===== src/common/pixel_pkg.sv =====
// Pixel stream types shared by every block that receives the demosaiced RGB stream.
`default_nettype none

package pixel_pkg;

    // ======================================================================
    // Channel samples
    // ======================================================================

    typedef logic [9:0] raw_channel_t;  // One sensor channel sample as delivered.
    typedef logic [7:0] channel_t;      // Channel value with the two low bits dropped.

    // ======================================================================
    // Channel order
    // ======================================================================

    // Fixes the order of the per-channel regions in the readout map.
    typedef enum logic [1:0] {
        CHANNEL_RED   = 2'd0,
        CHANNEL_GREEN = 2'd1,
        CHANNEL_BLUE  = 2'd2
    } channel_e;

endpackage

`default_nettype wire


===== src/common/stats_pkg.sv =====
// Result word types and the host readout address map for the frame statistics.
`default_nettype none

package stats_pkg;

    // ======================================================================
    // Readout types
    // ======================================================================

    typedef logic [15:0] stat_word_t;    // Data word returned by the readout port.
    typedef logic [7:0]  read_address_t; // Host read address.

    // ======================================================================
    // Address map
    // ======================================================================

    // Histogram bins start at zero, channel by channel, NUM_BINS each.
    // With at most 16 bins the histogram region ends below MAX_BASE.

    localparam read_address_t MAX_BASE     = 8'd48; // Red, green, blue maxima follow.
    localparam read_address_t CLIP_ADDRESS = 8'd51; // Clipped pixel count.

endpackage

`default_nettype wire


===== src/hdl/exposure_metering.sv =====
// Per-frame channel maxima and clipped pixel count used by the exposure control loop.
`timescale 1ns/1ps
`default_nettype none

module exposure_metering #(
    parameter pixel_pkg::channel_t CLIP_LEVEL = 8'd255
)(
    input  logic                    clock_in,
    input  logic                    arst_n,
    input  pixel_pkg::raw_channel_t red_in,
    input  pixel_pkg::raw_channel_t green_in,
    input  pixel_pkg::raw_channel_t blue_in,
    input  logic                    line_valid,
    input  logic                    frame_valid,
    output pixel_pkg::channel_t     red_max,
    output pixel_pkg::channel_t     green_max,
    output pixel_pkg::channel_t     blue_max,
    output stats_pkg::stat_word_t   clip_count
);

    pixel_pkg::channel_t   red_value;
    pixel_pkg::channel_t   green_value;
    pixel_pkg::channel_t   blue_value;
    pixel_pkg::channel_t   red_running;
    pixel_pkg::channel_t   green_running;
    pixel_pkg::channel_t   blue_running;
    stats_pkg::stat_word_t clip_running;

    logic previous_frame_valid;
    logic pixel_valid;
    logic frame_end;
    logic clipped;

    assign red_value   = red_in[9:2];
    assign green_value = green_in[9:2];
    assign blue_value  = blue_in[9:2];

    assign pixel_valid = frame_valid && line_valid;
    assign frame_end   = previous_frame_valid && !frame_valid;

    // One hot channel is enough to mark the whole pixel as clipped.
    assign clipped = (red_value >= CLIP_LEVEL) || (green_value >= CLIP_LEVEL)
                  || (blue_value >= CLIP_LEVEL);

    always_ff @(posedge clock_in or negedge arst_n) begin
        if (!arst_n) begin
            previous_frame_valid <= 1'b0;
            red_running          <= '0;
            green_running        <= '0;
            blue_running         <= '0;
            clip_running         <= '0;
            red_max              <= '0;
            green_max            <= '0;
            blue_max             <= '0;
            clip_count           <= '0;
        end else begin
            previous_frame_valid <= frame_valid;
            if (frame_end) begin
                red_max       <= red_running;   // Same cycle as the histogram latch.
                green_max     <= green_running;
                blue_max      <= blue_running;
                clip_count    <= clip_running;
                red_running   <= '0;
                green_running <= '0;
                blue_running  <= '0;
                clip_running  <= '0;
            end else if (pixel_valid) begin
                if (red_value > red_running) red_running <= red_value;
                if (green_value > green_running) green_running <= green_value;
                if (blue_value > blue_running) blue_running <= blue_value;
                if (clipped && clip_running != '1) begin
                    clip_running <= clip_running + 1'b1;    // Holds at 65535.
                end
            end
        end
    end

endmodule

`default_nettype wire


===== src/hdl/image_statistics.sv =====
// Top level of the frame statistics block, joining the pixel stream to the host readout.
`timescale 1ns/1ps
`default_nettype none

module image_statistics #(
    parameter int                  NUM_BINS    = 8,
    parameter int                  COUNT_WIDTH = 16,
    parameter pixel_pkg::channel_t CLIP_LEVEL  = 8'd255
)(
    input  logic                     clock_in,
    input  logic                     arst_n,
    input  pixel_pkg::raw_channel_t  red_in,
    input  pixel_pkg::raw_channel_t  green_in,
    input  pixel_pkg::raw_channel_t  blue_in,
    input  logic                     line_valid,
    input  logic                     frame_valid,
    input  stats_pkg::read_address_t read_address,
    output stats_pkg::stat_word_t    read_data,
    output logic                     stats_ready
);

    logic [COUNT_WIDTH-1:0] red_bins [NUM_BINS];
    logic [COUNT_WIDTH-1:0] green_bins [NUM_BINS];
    logic [COUNT_WIDTH-1:0] blue_bins [NUM_BINS];
    pixel_pkg::channel_t    red_max;
    pixel_pkg::channel_t    green_max;
    pixel_pkg::channel_t    blue_max;
    stats_pkg::stat_word_t  clip_count;

    // Both statistic blocks latch on the same cycle, so one ready level covers them.
    histogram #(.NUM_BINS(NUM_BINS), .COUNT_WIDTH(COUNT_WIDTH)) histogram_block (
        .clock_in, .arst_n, .red_in, .green_in, .blue_in, .line_valid, .frame_valid,
        .red_bins, .green_bins, .blue_bins, .histogram_ready(stats_ready)
    );

    exposure_metering #(.CLIP_LEVEL(CLIP_LEVEL)) exposure_block (
        .clock_in, .arst_n, .red_in, .green_in, .blue_in, .line_valid, .frame_valid,
        .red_max, .green_max, .blue_max, .clip_count
    );

    stats_readout #(.NUM_BINS(NUM_BINS), .COUNT_WIDTH(COUNT_WIDTH)) readout_block (
        .clock_in, .arst_n, .read_address,
        .red_bins, .green_bins, .blue_bins,
        .red_max, .green_max, .blue_max, .clip_count,
        .read_data
    );

endmodule

`default_nettype wire


===== src/hdl/stats_readout.sv =====
// Registered read mux that maps every latched frame statistic onto the host address space.
`timescale 1ns/1ps
`default_nettype none

module stats_readout #(
    parameter int NUM_BINS    = 8,
    parameter int COUNT_WIDTH = 16
)(
    input  logic                     clock_in,
    input  logic                     arst_n,
    input  stats_pkg::read_address_t read_address,
    input  logic [COUNT_WIDTH-1:0]   red_bins [NUM_BINS],
    input  logic [COUNT_WIDTH-1:0]   green_bins [NUM_BINS],
    input  logic [COUNT_WIDTH-1:0]   blue_bins [NUM_BINS],
    input  pixel_pkg::channel_t      red_max,
    input  pixel_pkg::channel_t      green_max,
    input  pixel_pkg::channel_t      blue_max,
    input  stats_pkg::stat_word_t    clip_count,
    output stats_pkg::stat_word_t    read_data
);

    // Wide counters report their top 16 bits, narrow ones are zero-extended.
    localparam int COUNT_SHIFT = (COUNT_WIDTH > 16) ? COUNT_WIDTH - 16 : 0;

    stats_pkg::stat_word_t selected;

    function automatic stats_pkg::stat_word_t count_word(input logic [COUNT_WIDTH-1:0] count);
        return stats_pkg::stat_word_t'(count >> COUNT_SHIFT);
    endfunction

    function automatic stats_pkg::read_address_t bin_address(input pixel_pkg::channel_e channel,
                                                            input int bin);
        return stats_pkg::read_address_t'(int'(channel) * NUM_BINS + bin);
    endfunction

    function automatic stats_pkg::read_address_t max_address(input pixel_pkg::channel_e channel);
        return stats_pkg::MAX_BASE + stats_pkg::read_address_t'(channel);
    endfunction

    // ======================================================================
    // Address decode
    // ======================================================================

    always_comb begin
        selected = '0;  // Unmapped addresses read zero.
        for (int b = 0; b < NUM_BINS; b++) begin
            if (read_address == bin_address(pixel_pkg::CHANNEL_RED, b)) begin
                selected = count_word(red_bins[b]);
            end
            if (read_address == bin_address(pixel_pkg::CHANNEL_GREEN, b)) begin
                selected = count_word(green_bins[b]);
            end
            if (read_address == bin_address(pixel_pkg::CHANNEL_BLUE, b)) begin
                selected = count_word(blue_bins[b]);
            end
        end
        if (read_address == max_address(pixel_pkg::CHANNEL_RED)) selected = {8'd0, red_max};
        if (read_address == max_address(pixel_pkg::CHANNEL_GREEN)) selected = {8'd0, green_max};
        if (read_address == max_address(pixel_pkg::CHANNEL_BLUE)) selected = {8'd0, blue_max};
        if (read_address == stats_pkg::CLIP_ADDRESS) selected = clip_count;
    end

    always_ff @(posedge clock_in or negedge arst_n) begin
        if (!arst_n) begin
            read_data <= '0;
        end else begin
            read_data <= selected;  // Data follows the address by one cycle.
        end
    end

endmodule

`default_nettype wire


===== src/histogram/histogram.sv =====
// Per-frame RGB histogram built from three identical channel counters sharing frame timing.
`timescale 1ns/1ps
`default_nettype none

module histogram #(
    parameter int NUM_BINS    = 8,
    parameter int COUNT_WIDTH = 16
)(
    input  logic                    clock_in,
    input  logic                    arst_n,
    input  pixel_pkg::raw_channel_t red_in,
    input  pixel_pkg::raw_channel_t green_in,
    input  pixel_pkg::raw_channel_t blue_in,
    input  logic                    line_valid,
    input  logic                    frame_valid,
    output logic [COUNT_WIDTH-1:0]  red_bins [NUM_BINS],
    output logic [COUNT_WIDTH-1:0]  green_bins [NUM_BINS],
    output logic [COUNT_WIDTH-1:0]  blue_bins [NUM_BINS],
    output logic                    histogram_ready
);

    logic previous_frame_valid;
    logic pixel_valid;
    logic frame_end;

    assign pixel_valid = frame_valid && line_valid;
    assign frame_end   = previous_frame_valid && !frame_valid;   // Falling edge of the frame.

    always_ff @(posedge clock_in or negedge arst_n) begin
        if (!arst_n) begin
            previous_frame_valid <= 1'b0;
            histogram_ready      <= 1'b0;
        end else begin
            previous_frame_valid <= frame_valid;
            if (frame_end) begin
                histogram_ready <= 1'b1;    // Latches hold the finished frame next cycle.
            end else if (frame_valid) begin
                histogram_ready <= 1'b0;
            end
        end
    end

    // ======================================================================
    // Channel counters
    // ======================================================================

    histogram_channel #(.NUM_BINS(NUM_BINS), .COUNT_WIDTH(COUNT_WIDTH)) red_channel (
        .clock_in, .arst_n, .pixel(red_in[9:2]), .pixel_valid, .frame_end,
        .bin_counts(red_bins)
    );

    histogram_channel #(.NUM_BINS(NUM_BINS), .COUNT_WIDTH(COUNT_WIDTH)) green_channel (
        .clock_in, .arst_n, .pixel(green_in[9:2]), .pixel_valid, .frame_end,
        .bin_counts(green_bins)
    );

    histogram_channel #(.NUM_BINS(NUM_BINS), .COUNT_WIDTH(COUNT_WIDTH)) blue_channel (
        .clock_in, .arst_n, .pixel(blue_in[9:2]), .pixel_valid, .frame_end,
        .bin_counts(blue_bins)
    );

    // Once a frame is under way the host must not see stale results as ready.
    ready_low_in_frame: assert property (
        @(posedge clock_in) disable iff (!arst_n)
        (frame_valid && previous_frame_valid) |-> !histogram_ready
    );

endmodule

`default_nettype wire


===== src/histogram/histogram_channel.sv =====
// Saturating bin counters for one colour channel, latched and cleared at each frame end.
`timescale 1ns/1ps
`default_nettype none

module histogram_channel #(
    parameter int NUM_BINS    = 8,  // Power of two, 2 to 16.
    parameter int COUNT_WIDTH = 16
)(
    input  logic                    clock_in,
    input  logic                    arst_n,
    input  pixel_pkg::channel_t     pixel,
    input  logic                    pixel_valid,
    input  logic                    frame_end,
    output logic [COUNT_WIDTH-1:0]  bin_counts [NUM_BINS]
);

    localparam int INDEX_WIDTH = $clog2(NUM_BINS);

    logic [COUNT_WIDTH-1:0] counters [NUM_BINS];    // Running counts for the current frame.

    logic [INDEX_WIDTH-1:0] bin_index;
    logic                   stage_valid;            // A pixel waits to be written back.
    logic [INDEX_WIDTH-1:0] stage_index;
    logic [COUNT_WIDTH-1:0] stage_count;
    logic [COUNT_WIDTH-1:0] next_count;
    logic                   forward;

    // ======================================================================
    // Bin select and increment
    // ======================================================================

    assign bin_index  = pixel[7 -: INDEX_WIDTH];    // Equal-width bins over the 8-bit value.
    assign next_count = (stage_count == '1) ? stage_count : stage_count + 1'b1;

    // The bin being written this cycle is newer than the counter array.
    assign forward = stage_valid && (stage_index == bin_index);

    always_ff @(posedge clock_in) begin
        if (pixel_valid) begin
            stage_index <= bin_index;
            stage_count <= forward ? next_count : counters[bin_index];
        end
    end

    // ======================================================================
    // Write back, frame latch and clear
    // ======================================================================

    always_ff @(posedge clock_in or negedge arst_n) begin
        if (!arst_n) begin
            stage_valid <= 1'b0;
            for (int i = 0; i < NUM_BINS; i++) begin
                counters[i]   <= '0;
                bin_counts[i] <= '0;
            end
        end else if (frame_end) begin
            stage_valid <= 1'b0;
            for (int i = 0; i < NUM_BINS; i++) begin
                // The last pixel of the frame may still be in flight.
                bin_counts[i] <= (stage_valid && stage_index == i) ? next_count : counters[i];
                counters[i]   <= '0;
            end
        end else begin
            stage_valid <= pixel_valid;
            if (stage_valid) begin
                counters[stage_index] <= next_count;
            end
        end
    end

    // A staged pixel carries the newest count of its bin, read or forwarded.
    stage_count_current: assert property (
        @(posedge clock_in) disable iff (!arst_n)
        stage_valid |-> (stage_count == counters[stage_index])
    );

endmodule

`default_nettype wire


===== config.mk =====
export PLATFORM = sky130hd
export DESIGN_NAME = image_statistics
export DESIGN_NICKNAME = d
export VERILOG_FILES = /design/src/common/pixel_pkg.sv /design/src/common/stats_pkg.sv /design/src/hdl/exposure_metering.sv /design/src/hdl/image_statistics.sv /design/src/hdl/stats_readout.sv /design/src/histogram/histogram.sv /design/src/histogram/histogram_channel.sv
export SDC_FILE = /design/constraint.sdc
export NUM_CORES = 2
export LEC_CHECK = 0
export ABC_CLOCK_PERIOD_IN_PS = 3350
export BUFFER_PORTS_ARGS = -buffer_cell sky130_fd_sc_hd__buf_2
export CORE_MARGIN = 4
export CORE_UTILIZATION = 55
export DETAILED_ROUTE_END_ITERATION = 8
export HOLD_SLACK_MARGIN = 0.08
export PLACE_DENSITY = 0.71
export SLEW_MARGIN = 20
export SYNTH_ARGS = -nofsm -noshare
export SYNTH_HDL_FRONTEND = slang
export SYNTH_SLANG_ARGS = --single-unit

===== constraint.sdc =====
create_clock -name clock_in -period 3.35 [get_ports clock_in]
set_clock_uncertainty 0.1 [all_clocks]
set_input_delay 0.335 -clock clock_in [delete_from_list [all_inputs] [get_ports clock_in]]
set_output_delay 0.335 -clock clock_in [all_outputs]
set_load 0.1 [all_outputs]

# After elaboration in Yosys (flattened, before gate mapping)
# Cells that the tools add are included.
# word_totals
register_bits,924
latch_bits,0
ram_bits,0
romBits,0
input_bits,42
elab_cells,294
mem_count,0
# classes
addsub,4
mul,0
div_mod_pow,0
order_cmp,15
eq_ne,55
shift,0
muxes,97
n_bitwise,6
reduce_logical,51
# op_table
op,count
two-way mux 16 bit,70
two-way mux 128 bit,6
bitwise mux 128 bit,3
binary-select mux 16 bit (select 3 bit),3
demux 16 bit (select 3 bit),3
two-way mux 8 bit,9
adder 16 x 1 -> 16 bit (second input constant),4
== test 8 x 4 -> 1 bit (second input constant),8
== test 8 x 5 -> 1 bit (second input constant),8
== test 16 bit (second input constant),3
== test 3 bit (second input constant),12
logical AND 1 bit,33
== test 8 x 3 -> 1 bit (second input constant),4
== test 8 x 6 -> 1 bit (second input constant),4
greater-or-equal comparator 4 bit (second input constant),6
greater-or-equal comparator 8 bit (second input constant),3
greater-than comparator 8 bit,3
NOT 3 -> 4 bit,6
== test 3 x 2 -> 1 bit (second input constant),6
== test 8 x 2 -> 1 bit (second input constant),2
!= test 16 bit (second input constant),1
nonzero test 2 bit,7
< comparator 4 x 1 -> 1 bit (second input constant),3
== test 3 x 1 -> 1 bit (second input constant),3
8 further kinds,18

# Depth between registers and ports, before layout
# depth
word_depth,29
ltp_mapped,11
depth_no_buf,9

# Cells and area by module
# From an unflattened synthesis, not the netlist that was laid out.
# unflattened
hier_cells,4359
hier_area_um2,44874.3
# by_module_without_submodules
module,instances,cells_each,area_per_inst_um2,seq_area_each_um2
histogram_channel,3,1118,12238.0,7001.7
exposure_metering,1,422,4060.1,2026.9
stats_readout,1,578,4023.9,400.4
histogram,1,5,76.3,50.0

# Worst setup path after synthesis
# OpenSTA, ideal clock, no wires.
# synth_timing
path_type,input-to-reg
from,in line_valid
to,reg exposure_block.clip_running[12]
setup_ns,0.132
t_arrival_ns,3.338
required_time_ns,3.118
setup_slack_ns,-0.220
stages,8
n_path_buf,2
cell_sequence,and2_1 > clkbuf_1 > o31ai_1 > a41oi_1 > clkbuf_1 > nand4_1 > xor2_1 > nor2_1
# synth_between
elab_chain_len,3
# synth_lines
element,line,source
"start, declared",image_statistics.sv:15,"input logic line_valid,"
logical AND 1 bit,exposure_metering.sv:38,assign pixel_valid = frame_valid && line_valid;
via exposure_block.pixel_valid,exposure_metering.sv:30,logic pixel_valid;
nonzero test 2 bit (no line),-,
AND reduction 2 bit (no line),-,
"end signal, assigned",exposure_metering.sv:72,clip_running <= clip_running + 1'b1;
"end, declared",exposure_metering.sv:27,stats_pkg::stat_word_t clip_running;
# The timed path passes the listed nets, and every way through them passes these cells.
# A chain may end at the register's enable or synchronous reset.

# Worst setup path in the final report
# layout_timing
from,reg histogram_block.red_channel.stage_count[0]
to,reg histogram_block.red_channel.bin_counts[9] in the netlist's numbering
# layout_between
elab_chain_len,3
# layout_lines
element,line,source
"start, declared",histogram_channel.sv:24,logic [COUNT_WIDTH-1:0] stage_count;
"start signal, assigned",histogram_channel.sv:41,stage_count <= forward ? next_count : counters[bin_index];
adder 16 x 1 -> 16 bit or == test 16 bit (tied branches),histogram_channel.sv:33,assign next_count = (stage_count == '1) ? stage_count : stage_count + 1'b1;
two-way mux 16 bit (*),histogram_channel.sv:33,
two-way mux 16 bit (*),histogram_channel.sv:60,bin_counts[i] <= (stage_valid && stage_index == i) ? next_count : counters[i];
"end signal, assigned by index",histogram_channel.sv:60,
"end, declared",histogram_channel.sv:14,output logic [COUNT_WIDTH-1:0] bin_counts [NUM_BINS]
# Every way passes the cells marked *; elsewhere a longest branch is shown, timed or not.

==> out/results.tsv <==
metric	value	unit
ys_ff_latch	924	
rsz0062_at_grt	no	
status	finished clean	
cp_max_fo	10	
worstReg2RegStart	histogram_block.red_channel.stage_count[0]	
htreeDepth	3	
slew_headroom	0.279	
crit_start	histogram_block.red_channel.stage_count[0]	
synth_fa_ha_area_frac	0.00802	
grt_overflow	0	
cp-start-kind	flop	
routed.top_layer	met5	
clk_transition_reported_paths	60	ps
period_share	0.905	
maxCapViolCount	0	
finalHoldViolCount	0	
register_area	23400	sq um
fmax	330	MHz
grt_pass1_wl	243000	um
via_per_inst	6.48	
fillCellCount	6532	
multi_input_area	19000	sq um
reg2reg_depth	7	
power_switching_share	0.279	
synth_top_family_by_area	simple AND/OR/NAND/NOR gates	
core_area	78900	sq um
p_switching	7550	uW
io_pins	59	
synth_fp_nets	4600	
drt-met1-wl	66900	um
drcViolationCount	0	
synth_edf_count	57	
drive_gt1_frac	0.141	
grt_max_degree	153	
setup_viol	0	
crit_type	flop to flop	
ys_async_sr_fraction	0.938	
yosys_warnings	0	
clkPwrFrac	0.400	
synth_ff_type	dfrtp_1	
pre_cts_slack	167	ps
synthesis.area	43700	sq um
endpoint	histogram_block.red_channel.bin_counts[9]	
hold_class	input port to flop	
synthMuxAreaShare	0.0868	
critPathArrivalTime	3480	ps
row_count	103	
yosys.area_share.simple	0.178	
initial_core_util	0.554	
p_leak	0.0223	uW
port_buffers	52	
avgSynthCellArea	9.65	sq um
worst_pin_slew	1070	ps
fin_ws	318	ps
pwr_density_cell	543	nW/um^2
crit_path_end_kind	flop	
pwr-share-comb	0.110	
die_area	84000	sq um
clk_latency	670	ps
cts_root_buf	clkbuf_16	
min_period	3030	ps
wl_met3	18900	um
vias	37512	
finalMaxSlewViolations	0	
worst_ep_required_time	3800	ps
postCtsSetupRepairBufs	0	
die_y	290	um
fin_hold_ws	163	ps
layout.nets	4726	
ant_nets	0	
drt-initial-drc-count	5086	
gr-usage-all-layers	0.389	
dpl.hpwl	120000	um
reg2reg_slack	320	ps
synthCells	4530	
ys_types	85	
wl	165000	um
cts_buffers	96	
cts_sinks	924	
die_w	290	um
dr_wl_met2	70800	um
synth_compound_area_frac	0.150	
intPower	19500	uW
gp_routability_congestion	1.07	
post_drt_wl_per_cell	28.6	um
grt_pass1_vias	35806	
power	27100	uW
synthXorXnorAreaFrac	0.0109	
cts_max_path_buffers	3	
ys_seq_area_frac	0.536	
area_growth	14.2	%
firstDrtPassIters	8	
ir_drop	562	uV
pwr-share-seq	0.490	
antenna_found_initial	13	
rr_endpoint	histogram_block.red_channel.bin_counts[9]	
cts_tree	yes	
## worst max-delay path: stages, from the launching register on
cell and delay (ps):
edfxtp_1 460, ha_1 270, nand2_1 280, nor4_4 140, or3b_2 500, xnor2_1 700
nor2_1 160, o31ai_1 290
## sequential cells by signal, indices dropped and copies added (netlist names), 128 cells and up
signal and flops:
histogram_block.blue_channel.bin_counts 128, histogram_block.green_channel.counters 128, histogram_block.blue_channel.counters 128, histogram_block.red_channel.bin_counts 128, histogram_block.green_channel.bin_counts 128, histogram_block.red_channel.counters 128
## power groups by stage
stage / logic, uW / clock network, uW / registers (uW)
CTS: 2960 / 10900 / 13200
finish: 2990 / 10800 / 13300
global route: 3300 / 11400 / 13300
detailed placement: 2920 / 0 / 13400
global placement: 2830 / 0 / 13400
floorplan: 1820 / 0 / 12800
## through the flow
stage	area (sq um)	cells	util	TNS [ps]
detailed placement	46500	5585	0.589	0
CTS	49900	5782	0.632	0
floorplan	43700	4530	-	0
finish	49900	5789	0.633	0
global route	49900	5782	0.632	0
global placement	46500	5585	0.589	-249
## worst min-delay path by stage
stage	start	to	slack (ps)	cells after the start
2_1_floorplan	arst_n	exposure_block.blue_max[0]	-60	0
3_3_place_gp	arst_n	histogram_block.blue_channel.counters[61]	300	1
3_5_place_dp	arst_n	histogram_block.blue_channel.counters[61]	300	1
4_1_cts	red_in[7]	exposure_block.red_running[5]	130	2
5_1_grt	red_in[7]	exposure_block.red_running[5]	160	2
6_report	red_in[7]	exposure_block.red_running[5]	160	2
## metal layers
layer / global-route usage / up-vias
li1: - / 16267
met1: 0.567 / 18706
met2: 0.562 / 2148
met3: 0.0965 / 381
met4: 0.164 / 10
met5: 0 / -
## what timing repair did
item,in CTS,in global routing
gates resized for setup,0,0
hold endpoints to repair,78,0
endpoints found under the setup margin,0,0
hold buffers,23,0
## cell usage after synthesis (9+ instances only)
master,number,area share
a31oi_1,30,0.0043
a22oi_1,36,0.0062
dfrtp_1,867,0.50
mux2_2,50,0.013
nand2b_1,27,0.0039
a221oi_1,13,0.0026
a222oi_1,17,0.0039
a21oi_1,234,0.027
a221o_1,9,0.0021
mux4_2,98,0.051
buf_1,11,0.00094
and3_1,11,0.0016
edfxtp_1,57,0.039
inv_1,33,0.0028
clkbuf_1,278,0.024
or3_1,17,0.0024
nor3_2,11,0.0025
a211oi_1,20,0.0034
mux2i_1,102,0.023
xor2_1,25,0.0050
o22ai_1,27,0.0039
nand3_1,57,0.0065
nand2_1,586,0.050
nor4_1,14,0.0020
nor2_1,835,0.072
nor3_1,151,0.017
o211ai_1,15,0.0026
o21ai_0,517,0.059
nand4_1,33,0.0047
ha_1,28,0.0080
buf_2,24,0.0027
o31ai_1,115,0.020
nor2b_1,19,0.0027
and2_1,9,0.0013
xnor2_1,24,0.0048
## layout make-up
type / instances / share of cell area
sequential: 924 / 0.469
multi-input combinational: 3257 / 0.381
timing repair buffer: 344 / 0.0573
clock buffer: 145 / 0.0571
tap: 1050 / 0.0263
clock inverter: 29 / 0.00649
inverter: 33 / 0.00248
antenna: 7 / 0.000351
## cell families (layout without fill, tap and decap cells)
group,Yosys count,after routing
flip-flops,924,924
multiplexers,250,250
adder cells (fa/ha/maj),28,28
AO/OA/AOI/OAI,1110,1110
XOR/XNOR,52,52
AND/OR/NAND/NOR,1817,1817
buffers and inverters,349,551
other,0,7
## layout by cell type (no fill, tap or decap), types with 25 or more instances in the layout
master       n
dfrtp_1    867
nor2_1     835
nand2_1    586
o21ai_0    517
buf_4      242
a21oi_1    234
nor3_1     143
o31ai_1    115
mux2i_1    102
clkbuf_16   99
mux4_2      98
nand3_1     57
edfxtp_1    57
buf_2       51
mux2_2      50
a22oi_1     36
inv_1       33
nand4_1     33
a31oi_1     30
ha_1        28
o22ai_1     27
buf_12      27
nand2b_1    26
clkbuf_1    26
xor2_1      25
Note: power is estimated with default switching activity, not from simulation.
